`config.mk`:
```
export PLATFORM = sky130hd
export DESIGN_NAME = pool_relu
export DESIGN_NICKNAME = d
export VERILOG_FILES = /design/src/logic/cnn_pkg.sv /design/src/logic/pool_relu.sv
export SDC_FILE = /design/constraint.sdc
export NUM_CORES = 1
export LEC_CHECK = 0
export BUFFER_PORTS_ARGS = -buffer_cell sky130_fd_sc_hd__buf_2
export CAP_MARGIN = 25
export CORE_ASPECT_RATIO = 1.4
export CORE_MARGIN = 10
export CORE_UTILIZATION = 45
export DETAILED_ROUTE_END_ITERATION = 10
export PLACE_DENSITY = 0.65
export SLEW_MARGIN = 20
export SYNTH_ARGS = -nofsm -noshare
export SYNTH_HDL_FRONTEND = slang
export SYNTH_SLANG_ARGS = --single-unit
```
`constraint.sdc`:
```
create_clock -name clk_i -period 17.3 [get_ports clk_i]
set_input_delay 3.46 -clock clk_i [delete_from_list [all_inputs] [get_ports clk_i]]
set_output_delay 3.46 -clock clk_i [all_outputs]
set_load 0.1 [all_outputs]
```
`src/logic/cnn_pkg.sv`:
```
package cnn_pkg;

    ////////////////////////////////////////////////////////////////////////
    // Number formats

    typedef logic signed [7:0]  pix_t;          // INT8 image pixel
    typedef logic signed [7:0]  coef_t;         // Weight or bias
    typedef logic signed [19:0] acc_t;          // 25 products plus bias
    typedef logic signed [11:0] feat_t;
    typedef logic signed [25:0] fc_acc_t;       // 48 features times weight

    localparam int KSIZE      = 5;
    localparam int NCH        = 3;
    localparam int NCLASS     = 10;
    localparam int CONV_SHIFT = 7;              // Rescale after bias add

    ////////////////////////////////////////////////////////////////////////
    // Encodings and bundles

    typedef enum logic [1:0] {
        CONV_W,
        CONV_B,
        FC_W,
        FC_B
    } coef_kind_e;

    typedef enum logic [1:0] {
        FC_IDLE,
        FC_ACCUM,
        FC_SCAN
    } fc_state_e;

    typedef struct packed {
        logic valid;
        pix_t data;
    } pix_strobe_t;

    typedef struct packed {
        logic       valid;
        coef_kind_e kind;
        logic [9:0] addr;
        coef_t      data;
    } coef_wr_t;

    typedef struct packed {
        logic                   valid;
        pix_t [KSIZE*KSIZE-1:0] pix;            // Index r*KSIZE + c
    } window_t;

    typedef struct packed {
        logic            valid;
        feat_t [NCH-1:0] feat;
    } conv_vec_t;

endpackage

```
`src/logic/pool_relu.sv`:
```
`timescale 1ns/10ps

module pool_relu #(
    parameter int IMG_SIZE = 12
) (
    input  logic               clk_i,
    input  logic               rstn_i,
    input  cnn_pkg::conv_vec_t conv_i,
    output cnn_pkg::conv_vec_t pool_o
);
    import cnn_pkg::*;

    localparam int CONV_SIZE = IMG_SIZE - (KSIZE - 1);
    localparam int POOL_SIZE = CONV_SIZE / 2;
    localparam int CW        = $clog2(CONV_SIZE);

    logic [CW-1:0]   row_q;
    logic [CW-1:0]   col_q;
    logic [CW-2:0]   pcol;                      // Pooled column
    logic            last_col;
    logic            last_row;
    logic            valid_q;
    feat_t [NCH-1:0] left_q;                    // Even column of the pair
    feat_t [NCH-1:0] hbuf_q [POOL_SIZE];        // Pair maxima of the even row
    feat_t [NCH-1:0] pair_max;
    feat_t [NCH-1:0] blk_max;
    feat_t [NCH-1:0] pool_q;

    assign pcol     = col_q[CW-1:1];
    assign last_col = (col_q == CW'(CONV_SIZE - 1));
    assign last_row = (row_q == CW'(CONV_SIZE - 1));

    always_comb begin
        for (int ch = 0; ch < NCH; ch++) begin
            pair_max[ch] = (conv_i.feat[ch] > left_q[ch]) ? conv_i.feat[ch] : left_q[ch];
            blk_max[ch]  = (hbuf_q[pcol][ch] > pair_max[ch]) ? hbuf_q[pcol][ch] : pair_max[ch];
        end
    end

    always_ff @(posedge clk_i) begin
        if (!rstn_i) begin
            row_q   <= '0;
            col_q   <= '0;
            valid_q <= 1'b0;
        end else begin
            valid_q <= conv_i.valid && row_q[0] && col_q[0];
            if (conv_i.valid) begin
                col_q <= last_col ? '0 : col_q + 1'b1;
                if (last_col) begin
                    row_q <= last_row ? '0 : row_q + 1'b1;
                end
            end
        end
    end

    always_ff @(posedge clk_i) begin
        if (conv_i.valid) begin
            if (!col_q[0]) begin
                left_q <= conv_i.feat;
            end else if (!row_q[0]) begin
                hbuf_q[pcol] <= pair_max;
            end else begin
                for (int ch = 0; ch < NCH; ch++) begin
                    pool_q[ch] <= blk_max[ch][$bits(feat_t)-1] ? '0 : blk_max[ch];  // ReLU
                end
            end
        end
    end

    assign pool_o = '{valid: valid_q, feat: pool_q};

endmodule

```
Word-level counts from Yosys, hierarchy flattened

Memory sizes are Yosys's and may differ from the RTL's. A register that Yosys moved wholly into a read port is not among the register bits.
Index checks and enable logic that the tools add are counted.
Widths: inputs -> output; s select.

Output and inout port bits: 37
Bits in writable memories: 144
Bits in read-only memories: 0
Latch bits: 0
Bits of input ports: 39
Logic and storage cells: 43
Bits in registers: 79
Memories: 1

Memories:

| name   | words | width | rd ports | clocked after memory_dff | wr ports | line            | source |
|---|---|---|---|---|---|---|---|
| hbuf_q | 4     | 36    | 1        | 1                        | 1        | pool_relu.sv:24 | `feat_t [NCH-1:0] hbuf_q [POOL_SIZE];` |

Equal/unequal tests: 2
Reductions and logical operators: 5
Add/sub/neg operators: 2
Magnitude comparators: 6
Shift operators: 0
Div/mod/pow operators: 0
Bitwise gates (word level): 1
Multiplexer cells: 14
$mul: 0

Operators by type and width:

| operator            | count |
|---|---|
| $gt 12x12->1        | 6 |
| $mux 12             | 6 |
| $add 3x1->3 const B | 2 |
| $eq 3x3->1 const B  | 2 |
| $mux 3              | 2 |
| $mux 1              | 4 |
| $mux 2              | 2 |
| $reduce_and 2->1    | 2 |
| $reduce_and 3->1    | 1 |
| $logic_and 1x1->1   | 2 |
| $not 1->1           | 1 |

Logic depth before layout (Yosys ltp)

Gate-level depths: netlist of run 1.

Word-level depth: 4
Depth in mapped cells: 18
Mapped depth without buffers: 15

Worst setup path after synthesis of run 1

No wires, ideal clock.

Path kind: input port to flip-flop
Start: input port conv_i[36] (netlist bit)
End: memory hbuf_q[1][0] (netlist bit), enable pin
Path buffers: 1
Cell stages on the path: 3
Required time: 16.768 ns
Slack: 9.082 ns
Arrival: 7.686 ns
Setup time: 0.532 ns
Cells stage by stage: clkbuf_1 > nand2_1 > nor4b_1

Word-level cells in the longest chain between the ends: 2

RTL lines:

| element                      | line            | source |
|---|---|---|
| start, declared              | pool_relu.sv:8  | `input cnn_pkg::conv_vec_t conv_i,` |
| $mux 1                       | pool_relu.sv:57 | `if (conv_i.valid) begin` |
| $mux 1 (not written as such) | pool_relu.sv:61 | `hbuf_q[pcol] <= pair_max;` |
| end, declared                | pool_relu.sv:24 |  |

Every way passes these cells.

Final worst setup path of run 1

Start: input port conv_i[33] (netlist bit)
End: register pool_q (netlist bit pool_o[31]), data pin

Word-level cells in the longest chain between the ends: 4

RTL lines:

| element                       | line            | source |
|---|---|---|
| $gt 12x12->1                  | pool_relu.sv:35 | `pair_max[ch] = (conv_i.feat[ch] > left_q[ch]) ? conv_i.feat[ch] : left_q[ch];` |
| $mux 12 *                     | pool_relu.sv:35 |  |
| $gt 12x12->1                  | pool_relu.sv:36 | `blk_max[ch] = (hbuf_q[pcol][ch] > pair_max[ch]) ? hbuf_q[pcol][ch] : pair_max[ch];` |
| $mux 12 *                     | pool_relu.sv:36 |  |
| end signal, assigned by index | pool_relu.sv:64 | `pool_q[ch] <= blk_max[ch][$bits(feat_t)-1] ? '0 : blk_max[ch];` |
| end, declared                 | pool_relu.sv:27 | `feat_t [NCH-1:0] pool_q;` |

Mark *: on every way between the ends. The rest lies on a longest branch, timed or not.
A chain may end at the register's enable or synchronous reset.

==> metrics.txt, run 1 <==
outcome=finished clean; Design Area, Final=12800 sq um; EDFF count, synth=213; FF+latch count, synth=222; crit path time final=between 7 and 8 ns; leakage dissipation=4.69 nW; Clk pin slew, worst setup/hold paths=0.06 ns; FF-to-FF Start=left_q[35]$_DFFE_PP_; initial drt markers=between 400 and 500; Worst-Margin Slew=0.986 ns; max-slew violations=0; die width=154 microns; hold path endpoint=row_q[2]$_SDFFE_PN0P_; clk_lat worst skew=0.50 ns; vias in the first global route=7268; CTS buffer count=22; worst reg2reg setup slack=between 10 and 15 ns; core region area=24800 sq um; Synth Instances=780; crit end category=flop; mapped cell area=approximately 11000 sq um; Hold WC Path Type=flop to flop; Detail Placement HPWL=16.8 mm; Die Span Y=208 microns; Final Setup Violations=0; power per cell area=between 100 and 150 nW/um^2; Final Skew=between 0.01 and 0.015 ns; via count=6867; hold_buf cts=0; synth top area cells=edfxtp_1, ha_1, mux4_2, mux2i_1, mux2_2; largest net degree at the start of global routing=37; unrepaired setup endpoints after global routing=no; clk buf depth=3; Rel. slew slack=0.343; Final Cycle Share=0.446; GP Congestion=0.841; Avg Cell Area, Syn=14.6 sq um; M1 WL=9.91 mm; Area Growth Syn to Fin=12.5%; worst hold stages=2; Async SR Flop Fraction=0; PostCTS Resize Cnt=0; pre-CTS setup slack=about 9.1 ns; Vias/cell=5.80; starting density of the core=0.459; synth unique cells=56; std cell rows=68; overall power=between 1 and 1.5 mW; setup ws final=9.59 ns; synth warn=0; DRC Markers=0; DR WL/cell=between 20 and 25 microns; full die area=between 30000 and 40000 sq um; Pre-antenna DRT Iters=5; Root Driver=clkbuf_16; Crit path required time=17.54 ns; # port buffers=~70; global-route wire length before repair=39.0 mm; sequential area share after synthesis=0.579; final hold vios=0; highest routed layer=met4; Peak VDD IR=0.0828 mV; routed wl met2=13.0 mm; min-delay src=row_q[2]$_SDFFE_PN0P_; Post-synth top flop=edfxtp_1; setup bufs post-CTS=0; most frequent cells in the layout=edfxtp_1, ha_1, buf_2, inv_1, mux2i_1; # Max-Cap Violations=0; nets=967; dpl cell area=12100 sq um; TNS Setup=0 ns; Yosys top cell area share=0.563; met3 routed wirelength=~940 microns; Crit Reg-Reg Endpoint=pool_o[31]$_SDFFCE_PP0P_; final WL=24.3 mm; leading area contributor after synthesis=edfxtp_1; R2R depth=16; Max Clock Freq=0.130 GHz; commonest non-fill, non-tap cell in the layout=edfxtp_1; CP startpoint kind=input port; antenna violations before repair=0; share of cells above drive strength 1=0.240; clk sinks=around 220; I/O Pins=76; CTS tree=yes; CTS H-Tree Depth=1; Overall Global Routing Usage=0.147; Final ANT Viol Nets=0; critical-path maximum fanout=23; Data arrival, critical path=7.95 ns; total gr overflow=0; Setup CP Type=input port to flop
==> cell families after synthesis <==
group | after synthesis | share of synthesized area
DFF | 222 | 0.579
buffers and inverters | 94 | 0.0359
and+or+nand+nor | 143 | 0.0753
other | 1 | 0.000330
AOI/OAI and AO/OA | 136 | 0.0877
adders and majority gates | 76 | 0.0837
muxes | 108 | 0.138
==> metrics by stage <==
stage          hold slack [ns]  cells  utilization
2_1_floorplan            0.447    782            -
3_3_place_gp             0.455   1143        0.489
3_5_place_dp             0.469   1143        0.489
4_1_cts                  0.478   1182        0.516
5_1_grt                  0.516   1182        0.516
6_report                 0.473   1183        0.516
==> power breakdown <==
group          internal (mW)  leakage [nW]  switching, mW
registers              0.618          2.02        0.00748
clock network          0.257         0.317          0.194
logic                 0.0960          2.35          0.132
==> critical path, stage by stage <==
cell	delay, ns
buf_2	0.13
ha_1	0.31
a21o_1	0.19
a211oi_2	0.21
nand3_1	0.09
o21a_2	0.33
nor2_2	0.58
buf_4	0.34
mux2i_1	0.22
ha_1	0.26
a21o_1	0.16
a21oi_1	0.17
o221ai_1	0.19
o41ai_2	0.78
or2_2	0.39
a31oi_1	0.12
==> layer usage <==
| metal | GRT usage | vias up |
|---|---|---|
| li1 | - | 3271 |
| met1 | 0.171 | 3438 |
| met2 | 0.270 | 123 |
| met3 | 0.0241 | 35 |
| met4 | 0.0394 | 0 |
| met5 | 0 | - |
==> registers in the layout, indices dropped and copies added, names as in the netlist, named ones only <==
register	cells
hbuf_q	144
left_q	36
pool_o	33
col_q	3
row_q	3
valid_q	1
==> final cells by class <==
class | count | area [sq um]
Inverter | 48 | 180
Clock inverter | 13 | 91.3
Multi-Input combinational cell | 466 | 4440
Fill cell | 2107 | 12000
Sequential cell | 222 | 6580
Tap cell | 315 | 394
Clock buffer | 26 | 587
Antenna cell | 1 | 2.50
Timing Repair Buffer | 92 | 510
==> worst max path at each step <==
stage	from	end	slack, ns	cells past startpoint
floorplan	conv_i[36]	hbuf_q[1][0]$_DFFE_PP_	9.08	3
global placement	conv_i[29]	pool_o[25]$_SDFFCE_PP0P_	9.22	16
detailed placement	conv_i[33]	pool_o[28]$_SDFFCE_PP0P_	9.12	16
CTS	conv_i[33]	pool_o[31]$_SDFFCE_PP0P_	9.65	16
global route	conv_i[33]	pool_o[27]$_SDFFCE_PP0P_	9.22	16
finish	conv_i[33]	pool_o[31]$_SDFFCE_PP0P_	9.59	16
==> cells in the mapped netlist (4+ instances only) <==
| cell type | n |
|---|---|
| edfxtp_1 | 213 |
| ha_1 | 76 |
| inv_1 | 48 |
| mux2i_1 | 40 |
| mux4_2 | 36 |
| a21oi_1 | 35 |
| mux2_2 | 32 |
| o211ai_1 | 26 |
| clkbuf_1 | 23 |
| nor3_1 | 23 |
| nor2b_1 | 21 |
| buf_2 | 14 |
| a31oi_1 | 12 |
| nand2b_1 | 12 |
| nor4_1 | 12 |
| a221o_1 | 11 |
| nand2_1 | 11 |
| o41a_1 | 11 |
| nand3_1 | 10 |
| nor2_1 | 10 |
| or4_1 | 10 |
| a21o_1 | 9 |
| dfxtp_1 | 9 |
| buf_4 | 8 |
| o21ai_0 | 7 |
| and4_1 | 6 |
| nand4_1 | 6 |
| and3_1 | 5 |
| a21boi_0 | 4 |
| o21a_1 | 4 |
No activity file was read; power rests on OpenSTA's default activity.
==> run 2: changes to the inputs <==
- PLACE_DENSITY: 0.65 -> 0.68
- clock period: 17.3 -> 6.9 ns (I/O delays scaled with it)
==> metrics.txt, run 2 (synthesis results as in run 1) <==
ant diodes=0; cell family with the largest share of critical-path delay=simple AND/OR/NAND/NOR gates; share of cells above drive strength 1=0.247; CTS H-Tree Depth=1; DRC Markers=0; # Max-Cap Violations=0; crit end category=flop; Peak VDD IR=0.204 mV; via count=6797; max-slew violations=0; critical-path maximum fanout=23; final WL=24.3 mm; Top reg by flops=hbuf_q; CTS buffer count=22; largest net degree at the start of global routing=37; Final Cycle Share=0.803; Max Clock Freq=0.180 GHz; clk buf depth=3; Largest register FFs=144; overall power=3.33 mW; hold path endpoint=row_q[2]$_SDFFE_PN0P_; Crit Reg-Reg Endpoint=pool_o[3]$_SDFFCE_PP0P_; placed cell count=1143; Comb power frac=0.174; Final ANT Viol Nets=0; Rel. slew slack=0.370; Crit path largest cell delay=0.70 ns; nets=968; setup bufs post-CTS=0; Detail Placement HPWL=approximately 17 mm; antenna violations before repair=0; Vias/cell=5.75; core region area=24800 sq um; CP startpoint kind=input port; Fillers=around 2100; leakage dissipation=4.72 nW; FF-to-FF Start=left_q[11]$_DFFE_PP_; hold_buf cts=0; R2R depth=16; Switching Power=about 0.85 mW; Setup CP Type=input port to flop; sequential share of power=0.473; Final Skew=0.0127 ns; Crit-path slowest cell=nor2b_1; most frequent cells in the layout=edfxtp_1, ha_1, buf_2, inv_1, mux2i_1; min-delay src=row_q[2]$_SDFFE_PN0P_; Overall Global Routing Usage=0.148; vias in the first global route=about 7300; die width=154 microns; # port buffers=72; worst reg2reg setup slack=~1.7 ns; power per cell area=259 nW/um^2; Post-Layout Cell Count=between 1000 and 1500; DR WL/cell=approximately 20 microns; Pint=2.48 mW; commonest non-fill, non-tap cell in the layout=edfxtp_1; sw frac=0.256; CTS tree=yes; initial drt markers=345; Area Growth Syn to Fin=12.9%; unrepaired setup endpoints after global routing=no; crit path time final=5.54 ns; full die area=around 32000 sq um; Die Span Y=208 microns; Hold WC Path Type=flop to flop; Root Driver=clkbuf_16; TNS Setup=0 ns; worst hold stages=2; final hold vios=0; Clk pin slew, worst setup/hold paths=0.06 ns; clk sinks=222; Buffers & Inverters on Critical Path=2; Final Setup Violations=0; Crit path required time=7.26 ns; outcome=finished clean; std cell rows=68; PostCTS Resize Cnt=0; I/O Pins=76; Clock Power Share=0.353; total gr overflow=0; GP Congestion=0.857; CP Cell Sequence=buf_2 > ha_1 > and4_1 > a21oi_1 > o21ai_0 > nor3_2 > or2_2 > o21ai_0 > ha_1 > nand2b_1 > a21oi_1 > o211ai_1 > a311oi_2 > buf_4 > nor2b_1 > a221o_1; Pre-antenna DRT Iters=4; global-route wire length before repair=roughly 39 mm; Data arrival, critical path=just under 6 ns; Worst-Margin Slew=0.944 ns; starting density of the core=0.459; clk_lat worst skew=0.51 ns
run 2: cell count changes in the layout (fill, tap and decap cells not counted), sizes merged:
cell | previous run | this run
clkinv | 8 | 7
inv | 48 | 50
clkbuf | 26 | 28
buf | 92 | 93
clkinvlp | 4 | 1
diode | 1 | 0
run 2: cell type report:
class | count | area (sq um) | area share
Inverter | 48 | 180 | 0.0141
Sequential cell | 222 | 6580 | 0.513
Multi-Input combinational cell | 466 | 4430 | 0.345
Clock buffer | 28 | 626 | 0.0488
Tap cell | 315 | 394 | 0.0307
Clock inverter | 11 | 90.1 | 0.00703
Timing Repair Buffer | 93 | 526 | 0.0410
run 2: how the worst max path moves through the flow:
| stage | from | endpoint | slack, ns | depth (start not counted) |
|---|---|---|---|---|
| finish | conv_i[11] | pool_o[3]$_SDFFCE_PP0P_ | 1.36 | 16 |
| global route | conv_i[11] | pool_o[0]$_SDFFCE_PP0P_ | 1.04 | 16 |
| CTS | conv_i[11] | pool_o[3]$_SDFFCE_PP0P_ | 1.51 | 16 |
| detailed placement | conv_i[11] | pool_o[3]$_SDFFCE_PP0P_ | 0.99 | 16 |
| global placement | conv_i[11] | pool_o[3]$_SDFFCE_PP0P_ | 1.10 | 16 |
| floorplan | conv_i[36] | hbuf_q[1][0]$_DFFE_PP_ | 0.76 | 3 |
run 2: worst reg2reg max path: stages (launching register included):
cell and delay (ns):
edfxtp_1 0.65, inv_1 0.09, ha_1 0.32, and4_1 0.24, a21oi_1 0.14, o21ai_0 0.11, nor3_2 0.61, or2_2 0.39
o21ai_0 0.25, ha_1 0.27, nand2b_1 0.14, a21oi_1 0.15, o211ai_1 0.12, a311oi_2 0.28, buf_4 0.29, nor2b_1 0.71
a221o_1 0.29
run 2: through the flow:
step,util,hold slack (ns),area (sq um),worst slack (ns)
final,0.518,0.468,12800,1.36
after global routing,0.518,0.491,12800,1.04
after CTS,0.517,0.472,12800,1.51
after detailed placement,0.488,0.464,12100,0.994
after global placement,0.488,0.458,12100,1.10
after floorplan,-,0.447,11400,0.762
run 2: metal layers:
layer	part of all wire	GRT usage	wire, microns	vias up
met5	0	0	0	-
met4	0.029	0.0557	714	0
met3	0.041	0.0217	992	43
met2	0.54	0.274	13200	138
met1	0.39	0.167	9410	3353
li1	-	-	-	3263
run 2: power groups by stage:
| stage | registers (mW) | clock network [mW] | logic, mW |
|---|---|---|---|
| floorplan | 1.59 | 0 | 0.434 |
| global placement | 1.60 | 0 | 0.567 |
| detailed placement | 1.60 | 0 | 0.576 |
| CTS | 1.57 | 1.20 | 0.579 |
| global route | 1.58 | 1.25 | 0.640 |
| finish | 1.57 | 1.17 | 0.578 |
